`src/stepper_pkg.sv`:
```
package stepper_pkg;

  // SPI word width, one full command or data word
  localparam int WORD_BITS = 64;

  // Move buffer depth and slot index width
  localparam int MOVE_BUFFER_SIZE = 2;
  localparam int MOVE_BUFFER_BITS = 1;

  // Command codes, carried in the top byte of a header word
  localparam logic [7:0] CMD_COORDINATED_STEP = 8'h01;
  localparam logic [7:0] CMD_MOTOR_ENABLE     = 8'h0a;
  localparam logic [7:0] CMD_MOTORCONFIG      = 8'h10;
  localparam logic [7:0] CMD_CLK_DIVISOR      = 8'h20;
  localparam logic [7:0] CMD_API_VERSION      = 8'hfe;

  // API version reply bytes
  localparam logic [7:0] VERSION_MAJOR = 8'd0;
  localparam logic [7:0] VERSION_MINOR = 8'd1;
  localparam logic [7:0] VERSION_PATCH = 8'd0;

  // Configuration after reset
  localparam logic [2:0] RST_MICROSTEPS    = 3'd2;
  localparam logic [7:0] RST_CURRENT       = 8'd140;
  // 40 gives roughly 400 kHz ticks from a 16 MHz clock
  localparam logic [7:0] RST_CLOCK_DIVISOR = 8'd40;

  // Header word, seen through one view per command
  typedef union packed {
    struct packed {
      logic [7:0]  cmd;
      logic [54:0] rsvd;
      logic        dir;
    } move;
    struct packed {
      logic [7:0]  cmd;
      logic [54:0] rsvd;
      logic        en;
    } enable;
    struct packed {
      logic [7:0]  cmd;
      logic [47:0] rsvd;
      logic [7:0]  div;
    } divisor;
    struct packed {
      logic [7:0]  cmd;
      logic [39:0] rsvd_hi;
      logic [7:0]  current;
      logic [4:0]  rsvd_lo;
      logic [2:0]  microsteps;
    } motor_cfg;
    logic [63:0] raw;
  } cmd_word_u;

endpackage
```
`src/stepper_ctrl_top.sv`:
```
`timescale 1ns/1ps

module stepper_ctrl_top import stepper_pkg::*; (
  input  logic        CLK,
  input  logic        resetn,
  input  logic        SCK,
  input  logic        CS,
  input  logic        COPI,
  input  logic [63:0] encoder_count,
  output logic        CIPO,
  output logic        step,
  output logic        dir,
  output logic        enable,
  output logic [2:0]  microsteps,
  output logic [7:0]  current,
  output logic        buffer_dtr,
  output logic        move_done
);

  // SPI word interface
  logic [WORD_BITS-1:0] word_send_data;
  logic [WORD_BITS-1:0] word_data_received;
  logic                 word_received;

  // Decoder to timer, slot handshake and move words
  logic [MOVE_BUFFER_BITS-1:0] moveind;
  logic [MOVE_BUFFER_SIZE-1:0] stepready;
  logic [MOVE_BUFFER_SIZE-1:0] stepfinished;
  logic [7:0]                  clock_divisor;
  logic [63:0]                 move_duration;
  logic [63:0]                 increment;
  logic [63:0]                 incrementincrement;

  spi_word u_spi_word (
    .CLK                (CLK),
    .resetn             (resetn),
    .SCK                (SCK),
    .CS                 (CS),
    .COPI               (COPI),
    .word_send_data     (word_send_data),
    .CIPO               (CIPO),
    .word_received      (word_received),
    .word_data_received (word_data_received)
  );

  spi_state_machine u_spi_state_machine (
    .CLK                (CLK),
    .resetn             (resetn),
    .word_received      (word_received),
    .word_data_received (word_data_received),
    .encoder_count      (encoder_count),
    .moveind            (moveind),
    .stepfinished       (stepfinished),
    .word_send_data     (word_send_data),
    .enable             (enable),
    .microsteps         (microsteps),
    .current            (current),
    .clock_divisor      (clock_divisor),
    .stepready          (stepready),
    .dir                (dir),
    .buffer_dtr         (buffer_dtr),
    .move_duration      (move_duration),
    .increment          (increment),
    .incrementincrement (incrementincrement)
  );

  dda_timer u_dda_timer (
    .CLK                (CLK),
    .resetn             (resetn),
    .clock_divisor      (clock_divisor),
    .move_duration      (move_duration),
    .increment          (increment),
    .incrementincrement (incrementincrement),
    .stepready          (stepready),
    .stepfinished       (stepfinished),
    .moveind            (moveind),
    .step               (step),
    .move_done          (move_done)
  );

endmodule

```
`src/dda_timer.sv`:
```
`timescale 1ns/1ps

module dda_timer import stepper_pkg::*; (
  input  logic                        CLK,
  input  logic                        resetn,
  input  logic [7:0]                  clock_divisor,
  input  logic [63:0]                 move_duration,
  input  logic [63:0]                 increment,
  input  logic [63:0]                 incrementincrement,
  input  logic [MOVE_BUFFER_SIZE-1:0] stepready,
  output logic [MOVE_BUFFER_SIZE-1:0] stepfinished,
  output logic [MOVE_BUFFER_BITS-1:0] moveind,
  output logic                        step,
  output logic                        move_done
);

  // Tick divider
  logic [7:0] tick_cnt;
  logic       tick;

  // Move state
  logic        running;
  logic        slot_busy;
  logic        move_end;
  logic [63:0] move_count;

  // Position accumulator, integer part in the upper half
  logic [63:0] accumulator;
  logic [63:0] acc_next;
  logic [63:0] increment_r;

  // Compare with >= so a lowered divisor takes effect at once
  assign tick = tick_cnt >= clock_divisor;

  // Toggle bits differ while the decoder has a move waiting
  assign slot_busy = stepready[moveind] != stepfinished[moveind];
  assign move_end  = move_count == move_duration;
  assign acc_next  = accumulator + increment_r;

  always_ff @(posedge CLK) begin
    if (!resetn) begin
      tick_cnt     <= '0;
      running      <= 1'b0;
      stepfinished <= '0;
      moveind      <= '0;
      step         <= 1'b0;
      move_done    <= 1'b0;
      accumulator  <= '0;
      increment_r  <= '0;
      move_count   <= '0;
    end else begin
      step      <= 1'b0;
      move_done <= 1'b0;

      if (tick) begin
        tick_cnt <= '0;
      end else begin
        tick_cnt <= tick_cnt + 1'b1;
      end

      if (tick) begin
        if (!running) begin
          // Start tick only loads the move
          if (slot_busy) begin
            running     <= 1'b1;
            increment_r <= increment;
            move_count  <= '0;
          end
        end else if (move_end) begin
          // Release the slot, accumulator is kept
          running               <= 1'b0;
          stepfinished[moveind] <= ~stepfinished[moveind];
          moveind               <= moveind + 1'b1;
          move_done             <= 1'b1;
        end else begin
          accumulator <= acc_next;
          // Increment ramps by incrementincrement after each add
          increment_r <= increment_r + incrementincrement;
          move_count  <= move_count + 64'd1;
          // Step whenever the integer part moves
          step        <= acc_next[63:32] != accumulator[63:32];
        end
      end
    end
  end

endmodule

```
`src/spi_state_machine.sv`:
```
`timescale 1ns/1ps

module spi_state_machine import stepper_pkg::*; (
  input  logic                        CLK,
  input  logic                        resetn,
  input  logic                        word_received,
  input  logic [WORD_BITS-1:0]        word_data_received,
  input  logic [63:0]                 encoder_count,
  input  logic [MOVE_BUFFER_BITS-1:0] moveind,
  input  logic [MOVE_BUFFER_SIZE-1:0] stepfinished,
  output logic [WORD_BITS-1:0]        word_send_data,
  output logic                        enable,
  output logic [2:0]                  microsteps,
  output logic [7:0]                  current,
  output logic [7:0]                  clock_divisor,
  output logic [MOVE_BUFFER_SIZE-1:0] stepready,
  output logic                        dir,
  output logic                        buffer_dtr,
  output logic [63:0]                 move_duration,
  output logic [63:0]                 increment,
  output logic [63:0]                 incrementincrement
);

  cmd_word_u hdr;

  // Edge detect on the word pulse
  logic [1:0] word_received_r;
  logic       word_strobe;
  logic       header_strobe;
  logic       move_strobe;

  // Header of a multi-word message and position within it
  logic [7:0] message_header;
  logic [1:0] message_word_count;
  logic       awaiting_more_words;

  // Slot the next move goes into
  logic [MOVE_BUFFER_BITS-1:0] writemoveind;
  logic [MOVE_BUFFER_SIZE-1:0] dir_r;

  // Encoder value taken at the move header
  logic [63:0] encoder_store;

  // Move buffer
  logic [63:0] duration_buf  [MOVE_BUFFER_SIZE];
  logic [63:0] increment_buf [MOVE_BUFFER_SIZE];
  logic [63:0] incinc_buf    [MOVE_BUFFER_SIZE];

  assign hdr.raw     = word_data_received;
  assign word_strobe = word_received_r == 2'b01;

  // Move and version commands take a following word
  assign awaiting_more_words = (message_header == CMD_COORDINATED_STEP) |
                               (message_header == CMD_API_VERSION);
  assign header_strobe = word_strobe & ~awaiting_more_words;
  assign move_strobe   = word_strobe & (message_header == CMD_COORDINATED_STEP);

  // Timer sees the slot it is working on
  assign move_duration      = duration_buf[moveind];
  assign increment          = increment_buf[moveind];
  assign incrementincrement = incinc_buf[moveind];
  assign dir                = dir_r[moveind];

  // A slot is free when its toggle bits agree
  assign buffer_dtr = |(~(stepready ^ stepfinished));

  always_ff @(posedge CLK) begin
    if (!resetn) begin
      word_received_r    <= '0;
      enable             <= 1'b0;
      microsteps         <= RST_MICROSTEPS;
      current            <= RST_CURRENT;
      clock_divisor      <= RST_CLOCK_DIVISOR;
      word_send_data     <= '0;
      message_header     <= '0;
      message_word_count <= '0;
      writemoveind       <= '0;
      stepready          <= '0;
      dir_r              <= '0;
    end else begin
      word_received_r <= {word_received_r[0], word_received};
      if (word_strobe) begin
        // Reply is zero unless a command loads one
        word_send_data <= '0;
        if (!awaiting_more_words) begin
          message_header     <= hdr.move.cmd;
          message_word_count <= 2'd1;
          case (hdr.move.cmd)
            CMD_COORDINATED_STEP: dir_r[writemoveind] <= hdr.move.dir;
            CMD_MOTOR_ENABLE:     enable <= hdr.enable.en;
            CMD_CLK_DIVISOR:      clock_divisor <= hdr.divisor.div;
            CMD_MOTORCONFIG: begin
              current    <= hdr.motor_cfg.current;
              microsteps <= hdr.motor_cfg.microsteps;
            end
            // Version bytes go out during the next word
            CMD_API_VERSION: begin
              word_send_data <= {40'd0, VERSION_MAJOR, VERSION_MINOR, VERSION_PATCH};
            end
            default: ;
          endcase
        end else if (message_header == CMD_COORDINATED_STEP) begin
          message_word_count <= message_word_count + 2'd1;
          case (message_word_count)
            // Encoder snapshot rides out with the last data word
            2'd2: word_send_data <= encoder_store;
            2'd3: begin
              // Hand the slot to the timer and move on
              stepready[writemoveind] <= ~stepready[writemoveind];
              writemoveind            <= writemoveind + 1'b1;
              message_header          <= '0;
              message_word_count      <= '0;
            end
            default: ;
          endcase
        end else begin
          // Trailing word of a version query
          message_header     <= '0;
          message_word_count <= '0;
        end
      end
    end
  end

  // Snapshot and move words
  always_ff @(posedge CLK) begin
    if (header_strobe && hdr.move.cmd == CMD_COORDINATED_STEP) begin
      encoder_store <= encoder_count;
    end
    if (move_strobe) begin
      case (message_word_count)
        2'd1: duration_buf[writemoveind]  <= word_data_received;
        2'd2: increment_buf[writemoveind] <= word_data_received;
        2'd3: incinc_buf[writemoveind]    <= word_data_received;
        default: ;
      endcase
    end
  end

endmodule

```
`src/spi_word.sv`:
```
`timescale 1ns/1ps

module spi_word import stepper_pkg::*; (
  input  logic                 CLK,
  input  logic                 resetn,
  input  logic                 SCK,
  input  logic                 CS,
  input  logic                 COPI,
  input  logic [WORD_BITS-1:0] word_send_data,
  output logic                 CIPO,
  output logic                 word_received,
  output logic [WORD_BITS-1:0] word_data_received
);

  // Two sync stages, plus a history stage for edge detect
  logic [2:0] sck_q;
  logic [2:0] cs_q;
  logic [1:0] copi_q;

  logic sck_rise;
  logic sck_fall;
  logic cs_fall;
  logic cs_active;
  logic last_bit;

  // Bits taken so far in the current word
  logic [$clog2(WORD_BITS)-1:0] bit_count;
  logic [WORD_BITS-1:0]         shift_in;
  logic [WORD_BITS-1:0]         shift_out;

  assign sck_rise  = sck_q[1] & ~sck_q[2];
  assign sck_fall  = ~sck_q[1] & sck_q[2];
  assign cs_fall   = ~cs_q[1] & cs_q[2];
  assign cs_active = ~cs_q[1];
  assign last_bit  = bit_count == ($clog2(WORD_BITS))'(WORD_BITS - 1);

  // MSB of the reply always sits on the pin
  assign CIPO = shift_out[WORD_BITS-1];

  always_ff @(posedge CLK) begin
    if (!resetn) begin
      sck_q  <= '0;
      // CS idles high, so no false start after reset
      cs_q   <= '1;
      copi_q <= '0;
    end else begin
      sck_q  <= {sck_q[1:0], SCK};
      cs_q   <= {cs_q[1:0], CS};
      copi_q <= {copi_q[0], COPI};
    end
  end

  // Word framing and the reply shifter
  always_ff @(posedge CLK) begin
    if (!resetn) begin
      bit_count     <= '0;
      word_received <= 1'b0;
      shift_out     <= '0;
    end else begin
      word_received <= 1'b0;
      // CS high drops any partial word
      if (!cs_active || cs_fall) begin
        bit_count <= '0;
      end else if (sck_rise) begin
        bit_count     <= bit_count + 1'b1;
        word_received <= last_bit;
      end
      // Reply latched as the word opens, next bit out on falling SCK
      if (cs_fall) begin
        shift_out <= word_send_data;
      end else if (cs_active && sck_fall) begin
        shift_out <= {shift_out[WORD_BITS-2:0], 1'b0};
      end
    end
  end

  // Incoming data, MSB first
  always_ff @(posedge CLK) begin
    if (cs_active && sck_rise) begin
      shift_in <= {shift_in[WORD_BITS-2:0], copi_q[1]};
      if (last_bit) begin
        word_data_received <= {shift_in[WORD_BITS-2:0], copi_q[1]};
      end
    end
  end

endmodule

```
`config.mk`:
```
export PLATFORM = sky130hd
export DESIGN_NAME = stepper_ctrl_top
export DESIGN_NICKNAME = d
export VERILOG_FILES = /design/src/stepper_pkg.sv /design/src/stepper_ctrl_top.sv /design/src/dda_timer.sv /design/src/spi_state_machine.sv /design/src/spi_word.sv
export SDC_FILE = /design/constraint.sdc
export NUM_CORES = 2
export LEC_CHECK = 0
export BUFFER_PORTS_ARGS = -buffer_cell sky130_fd_sc_hd__buf_2
export CAP_MARGIN = 20
export CORE_ASPECT_RATIO = 1.4
export CORE_MARGIN = 1.5
export CORE_UTILIZATION = 40
export DETAILED_ROUTE_END_ITERATION = 6
export SYNTH_ARGS = -nofsm -noshare
export SYNTH_HDL_FRONTEND = slang
export SYNTH_SLANG_ARGS = --single-unit
```
`constraint.sdc`:
```
create_clock -name CLK -period 12.56 [get_ports CLK]
set_input_delay 1.884 -clock CLK [delete_from_list [all_inputs] [get_ports CLK]]
set_output_delay 1.884 -clock CLK [all_outputs]
set_load 0.02 [all_outputs]
```
==> impl_metrics.tcl <==
set metrics [dict create \
    multi_input_area_um2 18400 \
    seq_area_frac_synth 0.564 \
    hold_viol 0 \
    core_region_area_um2 110000 \
    dp_hpwl_mm 76.4 \
    crit_chain "buf_4, mux2_2, ha_1, inv_1, fa_1, nor2b_1, o31a_1, o221ai_1, a2111oi_2, o311ai_1, a21o_1, o31ai_2, a31oi_1, o21ai_1, xnor2_1, a221oi_1, nor2_1" \
    grt_max_degree 130 \
    clkTransAtPathRegs_ns 0.07 \
    cts-root-buf "clkbuf_16" \
    dr.pass1.iters 5 \
    seqCellArea_um2 25000 \
    worstMarginPinSlew_ns 1.00 \
    finalCritPeriodShare 0.464 \
    grt_pass1_vias 29336 \
    period_needed_ns 5.83 \
    rsz0062_at_grt "no" \
    ff2ff_setup_slack_ns 6.73 \
    finalMaxSlewViolations 0 \
    antenna_found_initial 0 \
    ys_types 106 \
    skew_ns 0.0281 \
    relSlewSlack 0.320 \
    num_vias 29939 \
    path_max_fanout 51 \
    cts_resized 0 \
    hp-class "register to register" \
    synth_edf_count 575 \
    critPathTopFamily "compound AO/OA/AOI/OAI gates" \
    synth_area_leaders "edfxtp_1, dfxtp_1, mux2i_1, ha_1, nor2_1" \
    cts_tree "built" \
    diodes 0 \
    worstPathRequired_ns 13.10 \
    synth.most_common_cell "edfxtp_1" \
    syn_nets 4132 \
    ant_nets 0 \
    outcome "complete, no violations" \
    start_util 0.403 \
    synth_area_um2 44300 \
    place_congestion 0.916 \
    post_cts_buffers 0 \
    grt_use_total 0.193 \
    synth_top_area_share 0.389 \
    clk_path_buf_depth 3 \
    end_kind "register" \
    ir_drop_uv 126 \
    hold_buffers 0 \
    synth_area_leader_cell "edfxtp_1" \
    synthArstFlopShare 0 \
    std_cell_rows 144 \
    cts-buffers-inserted 91 \
    avgSynthCellArea_um2 11.3 \
    pin_count 86 \
    setup_viol 0 \
    startpoint_type "register" \
    drc 0 \
    ys_ff_latch 961 \
    drive_gt1_frac 0.102 \
    fin_ws_ns 6.73 \
    cts-htree-levels 3 \
    dieArea_um2 113000 \
    fmax_mhz 172 \
    ys_warn_count 0 \
    path_class "register to register" \
    port_buffers 85 \
    slowest_delay_ns 0.85 \
    area_growth_pct 11.1 \
    drtIter0Drc 1820 \
    totalWireLength_mm 111 \
    wl_per_cell_um 20.3 \
    clkSinkCount 961 \
    worstPathArrival_ns 6.37 \
    fp.dieW_um 284 \
    setup-tns-final_ns 0 \
    slowest_stage "dfxtp_4" \
    fillers 10102 \
    overflow 0 \
    viasPerCell 5.48 \
    dp_slack_ns 6.77 \
    maxCapViolations 0 \
    synth_commonest_cells "edfxtp_1, nor2_1, dfxtp_1, a21oi_1, nand2_1" \
    dominantRegCellSynth "edfxtp_1" \
    clock_latency_ns 0.68 \
    fin_nets 4143 \
    power_density_nw_per_um2 127 \
    synthCells 3919 \
    path_buf_inv 2 \
    power.leakage_nw 17.0 \
    grt_pass1_wl_mm 171 \
    die_h_um 397 \
]
==> worst paths after layout <==
| path | start | endpoint | cells past startpoint |
|---|---|---|---|
| worst max-delay path | register | u_dda_timer.increment_r[58] | 17 |
| worst min-delay path | u_spi_word.cs_q[0] | u_spi_word.cs_q[1] | 1 |
| worst max register to register | register | u_dda_timer.increment_r[58] | 17 |
| worst min register to register | u_spi_word.cs_q[0] | u_spi_word.cs_q[1] | 1 |
==> metal layers <==
metal,GRT usage,wire length [um],vias to the layer above
met5,0,0,-
met4,0.0739,3600,0
met3,0.0213,3850,176
met2,0.347,56400,614
met1,0.237,47400,14606
li1,-,-,14543
==> cell type report <==
cell class,instances,area share
Inverter,59,0.00465
Tap cell,1460,0.0371
Sequential cell,961,0.507
Clock inverter,61,0.0138
Clock buffer,110,0.0500
Multi-Input combinational cell,2700,0.373
Timing Repair Buffer,117,0.0137
==> metrics by stage <==
stage | hold slack, ns | power [mW] | utilization | area (um^2) | std cells
floorplan | 0.386 | 3.44 | - | 44300 | 3919
finish | 0.408 | 6.27 | 0.448 | 49300 | 5468
CTS | 0.411 | 6.34 | 0.447 | 49300 | 5467
global placement | 0.395 | 3.47 | 0.419 | 46100 | 5295
global route | 0.435 | 6.47 | 0.448 | 49300 | 5468
detailed placement | 0.396 | 3.47 | 0.419 | 46100 | 5296
==> power by group <==
| part | internal [mW] | total [mW] | switching, mW |
|---|---|---|---|
| clock network | 1.61 | 2.87 | 1.26 |
| logic | 0.0258 | 0.0723 | 0.0465 |
| registers | 3.32 | 3.33 | 0.00737 |
==> state kept, by name, indices dropped and copies added, names as in the netlist, 3 cells and up, named ones only <==
| register | cells |
|---|---|
| u_spi_state_machine.message_header | 8 |
| u_spi_state_machine.duration_buf | 128 |
| u_spi_state_machine.word_send_data | 64 |
| u_spi_word.sck_q | 3 |
| u_spi_state_machine.incinc_buf | 128 |
| u_spi_state_machine.increment_buf | 128 |
| u_dda_timer.tick_cnt | 8 |
| u_spi_state_machine.current | 8 |
| u_spi_word.cs_q | 3 |
| u_dda_timer.increment_r | 64 |
| u_spi_word.bit_count | 6 |
| u_spi_word.word_data_received | 64 |
| u_dda_timer.accumulator | 63 |
| u_spi_word.shift_in | 63 |
| u_spi_state_machine.microsteps | 3 |
| u_spi_state_machine.clock_divisor | 8 |
| u_spi_state_machine.encoder_store | 64 |
| u_dda_timer.move_count | 64 |
| u_spi_word.shift_out | 64 |
==> logic make-up after synthesis <==
| logic type | share of synthesized area |
|---|---|
| DFF | 0.564 |
| and+or+nand+nor | 0.121 |
| AOI/OAI and AO/OA | 0.127 |
| adders and majority gates | 0.0410 |
| muxes | 0.0689 |
| buffers and inverters | 0.0235 |
| xor gates and xnor gates | 0.0551 |
==> cell usage in the layout, fill, tap and decap left out, types with 21 or more instances in the layout <==
cell         n
a211oi_1   149
a21o_1      55
a21oi_1    242
a22oi_1     63
a31oi_1     30
and2_1      21
and3_1      39
buf_2       87
buf_4       29
clkbuf_16   93
dfxtp_1    384
edfxtp_1   575
ha_1       142
inv_1       58
mux2_2      65
mux2i_1    232
nand2_1    232
nand3_1     79
nand4_1     52
nor2_1     454
nor2b_1     40
nor3_1      70
nor4_1      32
o21a_1      27
o21ai_0    121
o21bai_1    24
or3_1       24
xnor2_1    181
xor2_1      90
No activity file was read; power rests on OpenSTA's default activity.
